**src/common/ahb_bridge_pkg.sv**
```systemverilog
/*
 * AXI4 to AHB-Lite bridge shared definitions
 * Bus widths, response and transfer encodings, channel structs
 * and the strobe decoding used to split partial writes
 */
package ahb_bridge_pkg;

   // ********************
   // Widths and encodings
   // ********************
   localparam int addr_w = 32;
   localparam int data_w = 64;
   localparam int strb_w = data_w / 8;

   localparam logic [1:0] resp_okay   = 2'b00;
   localparam logic [1:0] resp_slverr = 2'b10;

   localparam logic [1:0] htrans_idle   = 2'b00;
   localparam logic [1:0] htrans_nonseq = 2'b10;

   localparam logic [2:0] size_byte  = 3'd0;
   localparam logic [2:0] size_half  = 3'd1;
   localparam logic [2:0] size_word  = 3'd2;
   localparam logic [2:0] size_dword = 3'd3;

   // ********************
   // Channel structs
   // ********************
   typedef struct packed {
      logic [7:0]        id;      // Upper bits zero above ID_W
      logic [addr_w-1:0] addr;
      logic [2:0]        size;
      logic [2:0]        prot;
   } axi_aw_t;

   typedef struct packed {
      logic [data_w-1:0] data;
      logic [strb_w-1:0] strb;
   } axi_w_t;

   typedef struct packed {
      logic [7:0]        tag;
      logic              write;
      logic [addr_w-1:0] addr;
      logic [2:0]        size;
      logic [2:0]        prot;
      logic [strb_w-1:0] byteen;
      logic [data_w-1:0] wdata;
   } bridge_cmd_t;

   typedef struct packed {
      logic [7:0]        tag;
      logic              write;
      logic              error;
      logic [data_w-1:0] rdata;
   } bridge_rsp_t;

   typedef struct packed {
      logic [addr_w-1:0] haddr;
      logic [2:0]        hsize;
      logic [1:0]        htrans;
      logic              hwrite;
      logic [3:0]        hprot;
   } ahb_req_t;

   // ********************
   // Strobe decoding
   // ********************

   // Lowest set strobe bit at or above start
   function automatic logic [2:0] next_byte_ptr(logic [strb_w-1:0] strb, logic [2:0] start);
      logic [2:0] ptr;
      ptr = start;
      for (int i = strb_w - 1; i >= 0; i--) begin
         if (strb[i] && (3'(i) >= start)) ptr = 3'(i);
      end
      return ptr;
   endfunction

   function automatic logic [2:0] strb_to_size(logic [strb_w-1:0] strb);
      case ($countones(strb))
         2:       return size_half;
         4:       return size_word;
         8:       return size_dword;
         default: return size_byte;
      endcase
   endfunction

   function automatic logic [2:0] strb_to_offset(logic [strb_w-1:0] strb);
      return next_byte_ptr(strb, 3'd0);
   endfunction

   // One contiguous group, sized by its bit count and aligned to it
   function automatic logic strb_is_aligned(logic [strb_w-1:0] strb);
      logic [3:0]  len;
      logic [2:0]  off;
      logic [15:0] ones;
      len  = 4'd1 << strb_to_size(strb);
      off  = strb_to_offset(strb);
      ones = (16'd1 << len) - 16'd1;
      return (strb != '0) && (strb == (ones[strb_w-1:0] << off)) &&
             ((4'(off) & (len - 4'd1)) == 4'd0);
   endfunction

endpackage

```
**src/ahb_master/ahb_xfer_split.sv**
```systemverilog
/*
 * AHB write splitter
 * Byte pointer that walks the set strobes of an unaligned write,
 * one byte transfer per strobe bit
 */
`timescale 1ns/10ps

module ahb_xfer_split (
   input  logic                                ahbm_clk,
   input  logic                                rst_n,
   input  logic                                load,
   input  logic                                step,
   input  logic                                write,
   input  logic [2:0]                          aligned_size,
   input  logic [ahb_bridge_pkg::strb_w-1:0]   byteen,
   input  logic [2:0]                          addr_lo,
   output logic [2:0]                          piece_offset,
   output logic [2:0]                          piece_size,
   output logic                                last_piece
);
   import ahb_bridge_pkg::*;

   logic [2:0]        ptr_q;
   logic              sparse_q;   // Byte-by-byte mode
   logic [2:0]        size_q;
   logic [strb_w-1:0] strb_q;
   logic              aligned;

   assign aligned = ~write | strb_is_aligned(byteen);

   always_ff @(posedge ahbm_clk) begin
      if (!rst_n) begin
         ptr_q    <= 3'd0;
         sparse_q <= 1'b0;
      end else if (load) begin
         sparse_q <= ~aligned;
         ptr_q    <= write ? strb_to_offset(byteen) : addr_lo;   // Group start or first byte
      end else if (step) begin
         ptr_q <= next_byte_ptr(strb_q, ptr_q + 3'd1);
      end
   end

   always_ff @(posedge ahbm_clk) begin
      if (load) begin
         strb_q <= byteen;
         size_q <= write ? strb_to_size(byteen) : aligned_size;
      end
   end

   assign piece_offset = ptr_q;
   assign piece_size   = sparse_q ? size_byte : size_q;

   // Nothing set above the pointer
   assign last_piece = ~sparse_q | (((strb_q >> ptr_q) >> 1) == '0);

endmodule

```
**src/ahb_master/ahb_master_fsm.sv**
```systemverilog
/*
 * AHB-Lite master FSM
 * Runs one command as one or more sequential NONSEQ transfers
 * and hands back a single response
 */
`timescale 1ns/10ps

module ahb_master_fsm #(
   parameter int ID_W = 4
) (
   input  logic                              ahbm_clk,
   input  logic                              rst_n,
   input  logic                              cmd_valid,
   output logic                              cmd_ready,
   input  ahb_bridge_pkg::bridge_cmd_t       cmd,
   output ahb_bridge_pkg::ahb_req_t          ahb_req,
   output logic [ahb_bridge_pkg::data_w-1:0] hwdata,
   input  logic [ahb_bridge_pkg::data_w-1:0] hrdata,
   input  logic                              hready,
   input  logic                              hresp,
   output logic                              rsp_valid,
   input  logic                              rsp_ready,
   output ahb_bridge_pkg::bridge_rsp_t       rsp
);
   import ahb_bridge_pkg::*;

   typedef enum logic [1:0] {st_idle, st_cmd, st_data, st_done} state_t;

   state_t            state_q, state_d;
   bridge_cmd_t       cmd_q;
   logic              hready_q, hresp_q;
   logic [data_w-1:0] hrdata_q, rdata_q;
   logic              nonseq_q;   // NONSEQ driven last cycle
   logic              err_q;
   logic              load, step, addr_acc, data_end;
   logic [2:0]        piece_offset, piece_size;
   logic              last_piece;

   assign cmd_ready = (state_q == st_idle);
   assign load      = cmd_valid & cmd_ready;
   assign addr_acc  = (state_q == st_cmd) & hready_q & nonseq_q;
   assign data_end  = (state_q == st_data) & (hready_q | hresp_q);
   assign step      = data_end & ~hresp_q & ~last_piece;   // Error stops a split write

   ahb_xfer_split split_i (
      .ahbm_clk, .rst_n,
      .load, .step,
      .write(cmd.write),
      .aligned_size(cmd.size),
      .byteen(cmd.byteen),
      .addr_lo(cmd.addr[2:0]),
      .piece_offset, .piece_size, .last_piece
   );

   // ********************
   // State machine
   // ********************
   always_comb begin
      state_d = state_q;
      case (state_q)
         st_idle: if (cmd_valid) state_d = st_cmd;
         st_cmd:  if (addr_acc) state_d = st_data;
         st_data: if (data_end) state_d = step ? st_cmd : st_done;
         st_done: if (rsp_ready) state_d = st_idle;
         default: state_d = st_idle;
      endcase
   end

   always_ff @(posedge ahbm_clk) begin
      if (!rst_n) begin
         state_q  <= st_idle;
         nonseq_q <= 1'b0;
         hready_q <= 1'b0;
         hresp_q  <= 1'b0;
         err_q    <= 1'b0;
      end else begin
         state_q  <= state_d;
         nonseq_q <= (ahb_req.htrans == htrans_nonseq);
         hready_q <= hready;
         hresp_q  <= hresp;
         if (load)          err_q <= 1'b0;
         else if (data_end) err_q <= hresp_q;
      end
   end

   always_ff @(posedge ahbm_clk) begin
      hrdata_q <= hrdata;
      if (load) cmd_q <= cmd;
      if (data_end && !cmd_q.write) rdata_q <= hrdata_q;
   end

   // ********************
   // Bus and response
   // ********************
   always_comb begin
      ahb_req.haddr  = {cmd_q.addr[addr_w-1:3], piece_offset};
      ahb_req.hsize  = piece_size;
      ahb_req.htrans = (state_q == st_cmd && !addr_acc) ? htrans_nonseq : htrans_idle;
      ahb_req.hwrite = cmd_q.write;
      ahb_req.hprot  = {2'b00, cmd_q.prot[0], ~cmd_q.prot[2]};   // Privileged, data
   end

   assign hwdata = cmd_q.wdata;   // Same word for every piece

   assign rsp_valid = (state_q == st_done);
   assign rsp.tag   = 8'(cmd_q.tag[ID_W-1:0]);
   assign rsp.write = cmd_q.write;
   assign rsp.error = err_q;
   assign rsp.rdata = rdata_q;

   assert property (@(posedge ahbm_clk) disable iff (!rst_n)
      (ahb_req.htrans == htrans_nonseq) |->
         ((4'(ahb_req.haddr[2:0]) & ((4'd1 << ahb_req.hsize) - 4'd1)) == 4'd0));

   // Two-cycle error response from the slave
   assert property (@(posedge ahbm_clk) disable iff (!rst_n)
      (hready && hresp) |-> ($past(hresp) && !$past(hready)));

endmodule

```
**src/hdl/axi_cmd_buffer.sv**
```systemverilog
/*
 * AXI command buffer
 * One-entry write buffer for AW and W, offered to the AHB master
 * ahead of any waiting read
 */
`timescale 1ns/10ps

module axi_cmd_buffer #(
   parameter int ID_W = 4
) (
   input  logic                        ahbm_clk,
   input  logic                        rst_n,
   input  logic                        awvalid,
   output logic                        awready,
   input  ahb_bridge_pkg::axi_aw_t     aw,
   input  logic                        wvalid,
   output logic                        wready,
   input  ahb_bridge_pkg::axi_w_t      w,
   input  logic                        arvalid,
   output logic                        arready,
   input  ahb_bridge_pkg::axi_aw_t     ar,
   output logic                        cmd_valid,
   input  logic                        cmd_ready,
   output ahb_bridge_pkg::bridge_cmd_t cmd
);
   import ahb_bridge_pkg::*;

   axi_aw_t aw_q;
   axi_w_t  w_q;
   logic    aw_vld_q, w_vld_q;
   logic    wr_offer, wr_take;

   assign wr_offer = aw_vld_q & w_vld_q;   // Write complete
   assign wr_take  = wr_offer & cmd_ready;

   assign awready   = ~aw_vld_q | wr_take;
   assign wready    = ~w_vld_q | wr_take;
   assign arready   = cmd_ready & ~wr_offer;
   assign cmd_valid = wr_offer | arvalid;

   always_comb begin
      cmd = '0;
      if (wr_offer) begin
         cmd.tag    = 8'(aw_q.id[ID_W-1:0]);
         cmd.write  = 1'b1;
         cmd.addr   = aw_q.addr;
         cmd.size   = aw_q.size;
         cmd.prot   = aw_q.prot;
         cmd.byteen = w_q.strb;
         cmd.wdata  = w_q.data;
      end else begin
         cmd.tag  = 8'(ar.id[ID_W-1:0]);   // Live AR, no buffering
         cmd.addr = ar.addr;
         cmd.size = ar.size;
         cmd.prot = ar.prot;
      end
   end

   always_ff @(posedge ahbm_clk) begin
      if (!rst_n) begin
         aw_vld_q <= 1'b0;
         w_vld_q  <= 1'b0;
      end else begin
         if (awvalid && awready) aw_vld_q <= 1'b1;
         else if (wr_take)       aw_vld_q <= 1'b0;
         if (wvalid && wready)   w_vld_q  <= 1'b1;
         else if (wr_take)       w_vld_q  <= 1'b0;
      end
   end

   always_ff @(posedge ahbm_clk) begin
      if (awvalid && awready) aw_q <= aw;
      if (wvalid && wready)   w_q  <= w;
   end

   // Handed-over write carries at least one strobe
   assert property (@(posedge ahbm_clk) disable iff (!rst_n)
      (cmd_valid && cmd_ready && cmd.write) |-> (cmd.byteen != '0));

endmodule

```
**src/hdl/axi_resp_unit.sv**
```systemverilog
/*
 * AXI response unit
 * Holds one finished command and returns it on B or R,
 * with the failing bus address as read data on errors
 */
`timescale 1ns/10ps

module axi_resp_unit #(
   parameter int ID_W = 4
) (
   input  logic                              ahbm_clk,
   input  logic                              rst_n,
   input  logic                              rsp_valid,
   output logic                              rsp_ready,
   input  ahb_bridge_pkg::bridge_rsp_t       rsp,
   input  ahb_bridge_pkg::ahb_req_t          ahb_req,
   input  logic                              hready,
   output logic                              bvalid,
   input  logic                              bready,
   output logic [ID_W-1:0]                   bid,
   output logic [1:0]                        bresp,
   output logic                              rvalid,
   input  logic                              rready,
   output logic [ID_W-1:0]                   rid,
   output logic [ahb_bridge_pkg::data_w-1:0] rdata,
   output logic [1:0]                        rresp
);
   import ahb_bridge_pkg::*;

   bridge_rsp_t       rsp_q;
   logic              rsp_vld_q;
   logic [addr_w-1:0] last_addr_q;

   assign rsp_ready = ~rsp_vld_q;

   always_ff @(posedge ahbm_clk) begin
      if (!rst_n)                                        rsp_vld_q <= 1'b0;
      else if (rsp_valid && rsp_ready)                   rsp_vld_q <= 1'b1;
      else if ((bvalid && bready) || (rvalid && rready)) rsp_vld_q <= 1'b0;
   end

   always_ff @(posedge ahbm_clk) begin
      if (rsp_valid && rsp_ready) rsp_q <= rsp;
      if (ahb_req.htrans == htrans_nonseq && hready) last_addr_q <= ahb_req.haddr;
   end

   // ********************
   // B and R channels
   // ********************
   assign bvalid = rsp_vld_q & rsp_q.write;
   assign bid    = rsp_q.tag[ID_W-1:0];
   assign bresp  = rsp_q.error ? resp_slverr : resp_okay;

   assign rvalid = rsp_vld_q & ~rsp_q.write;
   assign rid    = rsp_q.tag[ID_W-1:0];
   assign rresp  = rsp_q.error ? resp_slverr : resp_okay;
   assign rdata  = rsp_q.error ? {2{last_addr_q}} : rsp_q.rdata;   // Failed address twice

endmodule

```
**src/hdl/axi_ahb_bridge.sv**
```systemverilog
/*
 * AXI4 to AHB-Lite bridge top
 * Single-beat AXI reads and writes turned into strictly
 * sequential AHB-Lite transfers
 */
`timescale 1ns/10ps

module axi_ahb_bridge #(
   parameter int ID_W = 4
) (
   input  logic                                ahbm_clk,
   input  logic                                rst_n,
   // AXI write address and data
   input  logic                                awvalid,
   output logic                                awready,
   input  ahb_bridge_pkg::axi_aw_t             aw,
   input  logic                                wvalid,
   output logic                                wready,
   input  ahb_bridge_pkg::axi_w_t              w,
   // AXI read address
   input  logic                                arvalid,
   output logic                                arready,
   input  ahb_bridge_pkg::axi_aw_t             ar,
   // AXI responses
   output logic                                bvalid,
   input  logic                                bready,
   output logic [ID_W-1:0]                     bid,
   output logic [1:0]                          bresp,
   output logic                                rvalid,
   input  logic                                rready,
   output logic [ID_W-1:0]                     rid,
   output logic [ahb_bridge_pkg::data_w-1:0]   rdata,
   output logic [1:0]                          rresp,
   // AHB-Lite master
   output ahb_bridge_pkg::ahb_req_t            ahb_req,
   output logic [ahb_bridge_pkg::data_w-1:0]   hwdata,
   input  logic [ahb_bridge_pkg::data_w-1:0]   hrdata,
   input  logic                                hready,
   input  logic                                hresp
);
   import ahb_bridge_pkg::*;

   axi_aw_t     aw_m, ar_m;   // IDs cut to ID_W
   logic        cmd_valid, cmd_ready;
   bridge_cmd_t cmd;
   logic        rsp_valid, rsp_ready;
   bridge_rsp_t rsp;

   assign aw_m = '{id: 8'(aw.id[ID_W-1:0]), addr: aw.addr, size: aw.size, prot: aw.prot};
   assign ar_m = '{id: 8'(ar.id[ID_W-1:0]), addr: ar.addr, size: ar.size, prot: ar.prot};

   axi_cmd_buffer #(.ID_W(ID_W)) cmd_buf_i (
      .ahbm_clk, .rst_n,
      .awvalid, .awready, .aw(aw_m),
      .wvalid, .wready, .w,
      .arvalid, .arready, .ar(ar_m),
      .cmd_valid, .cmd_ready, .cmd
   );

   ahb_master_fsm #(.ID_W(ID_W)) master_i (
      .ahbm_clk, .rst_n,
      .cmd_valid, .cmd_ready, .cmd,
      .ahb_req, .hwdata, .hrdata, .hready, .hresp,
      .rsp_valid, .rsp_ready, .rsp
   );

   axi_resp_unit #(.ID_W(ID_W)) resp_i (
      .ahbm_clk, .rst_n,
      .rsp_valid, .rsp_ready, .rsp,
      .ahb_req, .hready,
      .bvalid, .bready, .bid, .bresp,
      .rvalid, .rready, .rid, .rdata, .rresp
   );

endmodule

```
**config.mk**
```make
export PLATFORM = sky130hd
export DESIGN_NAME = axi_ahb_bridge
export DESIGN_NICKNAME = d
export VERILOG_FILES = /design/src/common/ahb_bridge_pkg.sv /design/src/ahb_master/ahb_xfer_split.sv /design/src/ahb_master/ahb_master_fsm.sv /design/src/hdl/axi_cmd_buffer.sv /design/src/hdl/axi_resp_unit.sv /design/src/hdl/axi_ahb_bridge.sv
export SDC_FILE = /design/constraint.sdc
export NUM_CORES = 1
export LEC_CHECK = 0
export BUFFER_PORTS_ARGS = -buffer_cell sky130_fd_sc_hd__buf_2
export CAP_MARGIN = 20
export CORE_ASPECT_RATIO = 1.1
export CORE_UTILIZATION = 45
export DETAILED_ROUTE_END_ITERATION = 12
export PLACE_DENSITY = 0.8
export SLEW_MARGIN = 20
export SYNTH_ARGS = -nofsm -noshare
export SYNTH_HDL_FRONTEND = slang
export SYNTH_SLANG_ARGS = --single-unit
```
**constraint.sdc**
```tcl
create_clock -name ahbm_clk -period 6.45 [get_ports ahbm_clk]
set_input_delay 0.645 -clock ahbm_clk [delete_from_list [all_inputs] [get_ports ahbm_clk]]
set_output_delay 0.645 -clock ahbm_clk [all_outputs]
set_load 0.1 [all_outputs]
```
==> metrics, run 1 <==
status=complete, no violations; TritonRoute pass-1 iters=5; min cycle time layout=between 5000 and 6000 ps; DR DRC count=0; RSZ-0062 raised after global routing=no; starting density of the core=a little under half; Yosys warning count=0; fraction of layout cells with a size suffix above 1=about a third; total gr overflow=0; register area share after synthesis=between 70 and 80%; Final Cycle Share=about four fifths; Die Y=between 200 and 250 µm; CP required=slightly below 7000 ps; Final Skew=~23 ps; worst setup path start=cmd_buf_i.w_vld_q; die area=slightly below 0.04 mm²; startpoint types=flip-flop; HP Start=hrdata[37]; Worst-Margin Slew=approximately 980 ps; H-tree depth=2; Worst Hold Class=input pin to flip-flop; routed len/inst=around 18 µm; R2R Setup Slk=between 1000 and 1500 ps; # IOs=~420; Worst-path clk slew=around 60 ps; arrival time worst endpoint=between 5000 and 6000 ps; CP max stage delay=540 ps; slew margin rel.=a little over a third; initial antenna violation count=5; initial DRC count=600; routability cong.=between 0.8 and 0.9; Cell Area, Synth=approximately 0.017 mm²; library cells used by synthesis=between 60 and 70; CTS resizes=0; CP max stage cell=fa_1; HPWL Detailed=between 20000 and 30000 µm; global-route wire length before repair=54900 µm; hold_ws=171 ps; largest net degree at the start of global routing=81; final setup vio count=0; vias=just under 10000; Via density=4.94; Seq cells post-synth=roughly 460; postcts setup bufs=0; number of nets in the layout=~1700; vias in the first global route=approximately 10000; max-cap viol count=0; hold buffers post-CTS=0; R2R cell count=18; Clock Sinks=461; deepest clock path buffer count=3; Setup crit end kind=flip-flop; number of port buffers=~400; total CTS buffers=44; Rows=between 70 and 80; synth-to-layout area growth=20.2%; Synth async-reset ratio=0%; pwr/cell area=approximately 380 mW/mm²; TritonCTS clock tree=done; GRT Resource Usage Total=18.9%; P_leak=around 8.5 nW; Post-synth EDFFs=around 380; CTS root buf=clkbuf_16; Final Max Slew Viols=0; start of the worst register-to-register path=cmd_buf_i.w_vld_q; crit path cell chain=buf_4, and3_1, inv_1, fa_1, fa_1, fa_1, inv_1, ha_1, inv_1, fa_1, xnor2_1, o32ai_1, a31oi_1, a211oi_2, a21oi_1, a211oi_1, a31oi_1, a31oi_1; ys flop type=edfxtp_1; Worst R2R End=master_i.split_i.sparse_q; Worst Setup Path Type=flip-flop to flip-flop; final hold violations=0; setup TNS=0 ps; clock latency on the worst-skew pair=roughly 570 ps; Max IR drop VDD=0.360 mV; worst setup path end=master_i.split_i.sparse_q; mean post-synth cell area=roughly 15 µm²; WL final=about 37000 µm; crit path max fanout=between 60 and 70; total core area=0.0371 mm²; most used cell along the critical path=fa_1; cell count after synthesis=1157; die width=around 190 µm; Max Freq=approximately 190 MHz; post-route antenna net violation count=0
## kinds of logic (layout without fill, tap and decap cells)
kind of cell / Yosys count / count (layout) / share of synthesized area, %
mux: 2 / 2 / 0.118
compound gates: 146 / 146 / 5.35
flops: 461 / 461 / 77.2
simple gates: 292 / 292 / 8.32
buf+inv: 239 / 585 / 7.75
xor+xnor: 5 / 5 / 0.259
fa+ha+maj: 11 / 11 / 0.990
other cells: 1 / 7 / 0.0221
## registers in the layout, indices dropped and copies added (netlist names), 3 cells and up
register                       flops
master_i.rsp                       4
master_i.ahb_req                  31
cmd_buf_i.aw_q                    35
master_i.split_i.piece_offset      3
master_i.split_i.strb_q            8
cmd_buf_i.w_q                     72
master_i.split_i.size_q            3
resp_i.bid                         4
resp_i.last_addr_q                32
master_i.rdata_q                  64
master_i.hwdata                   64
master_i.hrdata_q                 64
resp_i.rsp_q                      66
## stage by stage
step / power [mW] / cells / utilization [%] / setup WS (ps) / instance area [µm²]
3_3_place_gp: 4.92 / 1919 / 50.4 / 1440 / 18700
6_report: 7.72 / 2003 / 54.8 / 1210 / 20300
5_1_grt: 7.97 / 2002 / 54.8 / 888 / 20300
4_1_cts: 7.79 / 2001 / 54.8 / 1260 / 20300
2_1_floorplan: 4.76 / 1161 / - / 1620 / 17000
3_5_place_dp: 4.95 / 1919 / 50.4 / 1320 / 18700
## power by group
part | internal [mW] | switching, mW
combinational | 0.193 | 1.12
sequential | 3.48 | 0.0827
clock | 1.73 | 1.11
## layer usage
| layer | wire length [µm] | track usage [%] | vias to the layer above | share of wire, % |
|---|---|---|---|---|
| li1 | - | - | 4607 | - |
| met1 | 13700 | 20.8 | 4707 | 37 |
| met2 | 18000 | 32.4 | 483 | 49 |
| met3 | 3610 | 7.13 | 90 | 9.8 |
| met4 | 1520 | 8.93 | 6 | 4.1 |
| met5 | 33 | 0 | - | 0.090 |
## critical path, delay by kind of cell, from the launching register on
| family | cells | cell delay, ps |
|---|---|---|
| flops | 1 | 330 |
| simple gates | 1 | 270 |
| xor+xnor | 1 | 350 |
| buf+inv | 4 | 670 |
| compound gates | 7 | 1320 |
| fa+ha+maj | 5 | 2140 |
## Yosys cell counts (4+ instances only)
| library cell | n | share of area, % |
|---|---|---|
| a21boi_0 | 4 | 0.18 |
| a21oi_1 | 20 | 0.59 |
| a31oi_1 | 8 | 0.30 |
| and2_1 | 8 | 0.30 |
| and3_1 | 66 | 2.4 |
| buf_4 | 110 | 4.9 |
| clkbuf_1 | 33 | 0.73 |
| dfxtp_1 | 77 | 9.1 |
| edfxtp_1 | 384 | 68 |
| fa_1 | 4 | 0.47 |
| ha_1 | 7 | 0.52 |
| inv_1 | 89 | 2.0 |
| nand2_1 | 161 | 3.6 |
| nor2_1 | 19 | 0.42 |
| nor2b_1 | 8 | 0.30 |
| nor3_1 | 5 | 0.15 |
| o21ai_0 | 76 | 2.2 |
| o31ai_1 | 4 | 0.18 |
| xnor2_1 | 5 | 0.26 |
## how the worst min path moves through the flow
stage | end | slack (ps) | cells after the start
final | master_i.hrdata_q[37] | 170 | 1
after global routing | master_i.hrdata_q[33] | 140 | 1
after CTS | master_i.hrdata_q[37] | 130 | 1
after detailed placement | master_i.rdata_q[0] | 390 | 0
after global placement | master_i.rdata_q[30] | 390 | 0
after floorplan | master_i.rdata_q[0] | 390 | 0
## cell usage in the layout (no fill, tap or decap), drive strengths merged, types with 4 or more instances in the layout
cell,n
nand2,162
nor2b,8
o31ai,4
a21boi,4
clkbuf,56
dfxtp,77
a31oi,8
ha,7
o21ai,78
a21oi,21
clkinv,13
nor2,19
conb,5
buf,412
and2,8
bufinv,9
edfxtp,384
nor3,6
fa,4
inv,92
or2,4
xnor2,5
nor4,4
and3,66
## cell type report
cell class,count,area (µm²)
repair buffers,412,2090
diodes,2,5.00
multi-input cells,461,2600
clock buffers,56,1240
inverters,91,345
flip-flops and latches,461,13100
fillers,2951,16800
clock inverters,26,384
well taps,494,618
No activity file was read; power rests on OpenSTA's default activity.
==> inputs of run 2 (changes only) <==
ABC_AREA = 1   (was unset)
PLACE_DENSITY = 0.83   (was 0.8)
clock period = 4.7 ns   (was 6.45 ns; I/O delays follow)
==> run 2 against run 1 <==
Compared with the run above:
- die area up 0.14%
- final cell count up 8.1%
- flip-flop and latch count unchanged
- worst hold slack worse by 140 ps
==> metrics, run 2 <==
total core area=0.0371 mm² (unchanged); Final Cycle Share=95.0% (+14 points); routability cong.=0.824 (-5.7%); Die Y=206 µm (about the same); Yosys warning count=0 (unchanged); Synth top area share=68.0% (-0.095 points); library cells used by synthesis=40 (-37%); CTS root buf=clkbuf_16; slew margin rel.=32.7% (-2.2 points); status=complete, no violations; CP required=5130 ps (-1750 ps); max-cap viol count=0 (unchanged); DR DRC count=0 (unchanged); register area=0.0131 mm² (about the same); final setup vio count=0 (unchanged); fraction of layout cells with a size suffix above 1=31.9% (-1.7 points); Layout fillers=2883 (-2.3%); vias in the first global route=10300 (+3.5%); Clock Sinks=461 (unchanged); Cell Area, Synth=0.0170 mm² (+0.14%); Final Skew=25.1 ps (+1.94 ps); cell count after synthesis=1263 (+9.2%); Post-synth EDFFs=384 (unchanged); Placed Instances=2041 (+6.4%); Via density=4.73 (-4.2%); count leader, synth=edfxtp_1; H-tree depth=2 (unchanged); post-route antenna net violation count=0 (unchanged); initial antenna violation count=8 (+3); number of nets in the layout=1878 (+9.2%); pwr/cell area=514 mW/mm² (+36%); compound-gate portion of the synthesized area=3.29% (-2.1 points); Post-synth top cells=edfxtp_1 (384), nand2_1 (206), inv_1 (184); ys flop type=edfxtp_1; TritonCTS clock tree=done; initial DRC count=649 (+8.2%); HPWL Detailed=25400 µm (+0.61%); register area share after synthesis=77.1% (-0.11 points); synth-to-layout area growth=22.8%; Biggest register=cmd_buf_i.w_q; main combinational cell family by area after synthesis=buffers and inverters; most frequent cells in the layout=buf_2 (402), edfxtp_1 (384), nand2_1 (206); mean post-synth cell area=13.4 µm² (-8.3%); starting density of the core=45.7% (+0.064 points); die area=0.0385 mm² (+0.14%); global-route wire length before repair=54200 µm (-1.4%); Worst-Margin Slew=1010 ps (+33.2 ps); xor and xnor area share after synthesis=0.103% (-0.16 points); Synth async-reset ratio=0% (unchanged); final hold violations=0 (unchanged); Max IR drop VDD=0.410 mV (+14%); post-synthesis adder-cell area fraction=0.989% (-0.0014 points); arrival time worst endpoint=4900 ps (-770 ps); Largest register FFs=72 (unchanged); clock latency on the worst-skew pair=560 ps (about the same); crit path max fanout=7 (-90%); Setup crit end kind=flip-flop; commonest non-fill, non-tap cell in the layout=buf_2; number of port buffers=402 (unchanged); largest net degree at the start of global routing=93 (+15%); WL final=36700 µm (-0.44%); R2R Setup Slk=230 ps (-980 ps); top cells by area, synth=edfxtp_1 (68%), dfxtp_1 (9.1%), buf_4 (4.9%); Simple-Gate Fraction of Synth Area=8.76% (+0.44 points); Rows=74 (unchanged); min cycle time layout=4470 ps (-772 ps); total CTS buffers=44 (unchanged); Worst Setup Path Type=flip-flop to flip-flop; total gr overflow=0 (unchanged); Max Freq=224 MHz (+17%); GRT Resource Usage Total=18.5% (-0.44 points); deepest clock path buffer count=3 (unchanged); mux cell area share after synthesis=0% (-0.12 points); leading area contributor after synthesis=edfxtp_1; Final Non-Filler Cells=2165 (+8.1%); Multi-input gate area=0.00233 mm² (-10%); dpl ws=59.1 ps (-1260 ps); die width=187 µm (about the same); P_leak=9.03 nW (+6.0%); startpoint types=flip-flop; routed len/inst=17.0 µm (-7.9%); Seq cells post-synth=461 (unchanged); vias=10200 (+3.6%); TritonRoute pass-1 iters=5 (unchanged); largest registers=cmd_buf_i.w_q (72), resp_i.rsp_q (66); Worst Hold Class=input pin to flip-flop; setup ws final=233 ps (-978 ps); Worst-path clk slew=60 ps (about the same); # IOs=424 (unchanged); Final Max Slew Viols=0 (unchanged)
[run 2: cell count changes in the layout (fill, tap and decap cells not counted), sizes merged, moves of 4 or more]
cell | previous run | this run
a21oi | 21 | 15
inv | 92 | 195
nand3 | 3 | 24
nand2 | 162 | 215
nor2 | 19 | 105
and3 | 66 | 0
and2 | 8 | 0
a31oi | 8 | 3
dlygate4sd3 | 0 | 35
a21boi | 4 | 0
xnor2 | 5 | 0
nor2b | 8 | 0
buf | 412 | 418
[run 2: worst paths after layout]
check	start	to	depth (start not counted)
worst max-delay path	cmd_buf_i.w_vld_q	master_i.split_i.sparse_q	25
worst min-delay path	hrdata[49]	master_i.hrdata_q[49]	1
worst max register to register	cmd_buf_i.w_vld_q	master_i.split_i.sparse_q	25
worst min register to register	master_i.hrdata_q[62]	master_i.rdata_q[62]	0
[run 2: worst max-delay path, stage by stage (launching register included)]
cell	delay, ps
dfxtp_4	390
nand2_4	90
inv_4	80
nand2_4	90
fa_1	580
fa_1	430
fa_1	490
inv_1	40
ha_1	200
inv_1	70
fa_1	410
or2_2	310
nor3_4	220
inv_1	100
nand2_1	90
inv_1	50
nand2_2	100
nand2_1	60
nand2_1	50
nand2_1	50
nor2_1	120
nand3_1	90
nor2_1	100
nand2_1	70
nand2_1	60
nand2_1	40
[run 2: what timing repair did]
action | CTS | global route
gates resized for setup | 0 | 11
endpoints found under the hold margin | 33 | 2
hold buffers | 33 | 2
endpoints found under the setup margin | 0 | 1
buffers inserted | 0 | 1
[run 2: cell families after synthesis]
logic type / count (synthesis)
other: 1
buffers and inverters: 328
flip-flops: 461
XOR/XNOR: 2
AND/OR/NAND/NOR: 355
adder cells (fa/ha/maj): 11
AO/OA/AOI/OAI: 105
[run 2: through the flow]
stage / hold slack (ps) / power, mW / setup TNS, ps / instance area [µm²] / util (%)
after detailed placement: 389 / 7.06 / 0 / 18800 / 50.8
final: 28.4 / 10.7 / 0 / 20800 / 56.1
after global routing: 0.910 / 11.1 / -0.937 / 20800 / 56.1
after CTS: 0.346 / 10.8 / 0 / 20700 / 55.8
after global placement: 386 / 7.02 / 0 / 18800 / 50.8
after floorplan: 386 / 6.77 / 0 / 17000 / -
[run 2: power by group]
part	switching, mW	internal (mW)	leakage, nW
combinational	1.77	0.314	4.02
clock	1.49	2.21	0.748
sequential	0.118	4.81	4.26
total	3.38	7.33	9.03
[run 2: layout make-up]
class,instances,share of cell area [%]
clock inverters,25,1.50
well taps,494,2.97
diodes,5,0.0601
clock buffers,57,5.92
repair buffers,453,12.1
flip-flops and latches,461,62.8
inverters,192,3.48
multi-input cells,478,11.2
[run 2: routing by layer]
layer	up-vias	part of all wire, %	global-route usage [%]	wire length, µm
met3	87	9.0	6.14	3290
li1	4823	-	-	-
met4	6	3.3	8.02	1220
met5	-	0.12	0	45
met1	4839	37	20.3	13600
met2	493	51	32.6	18600
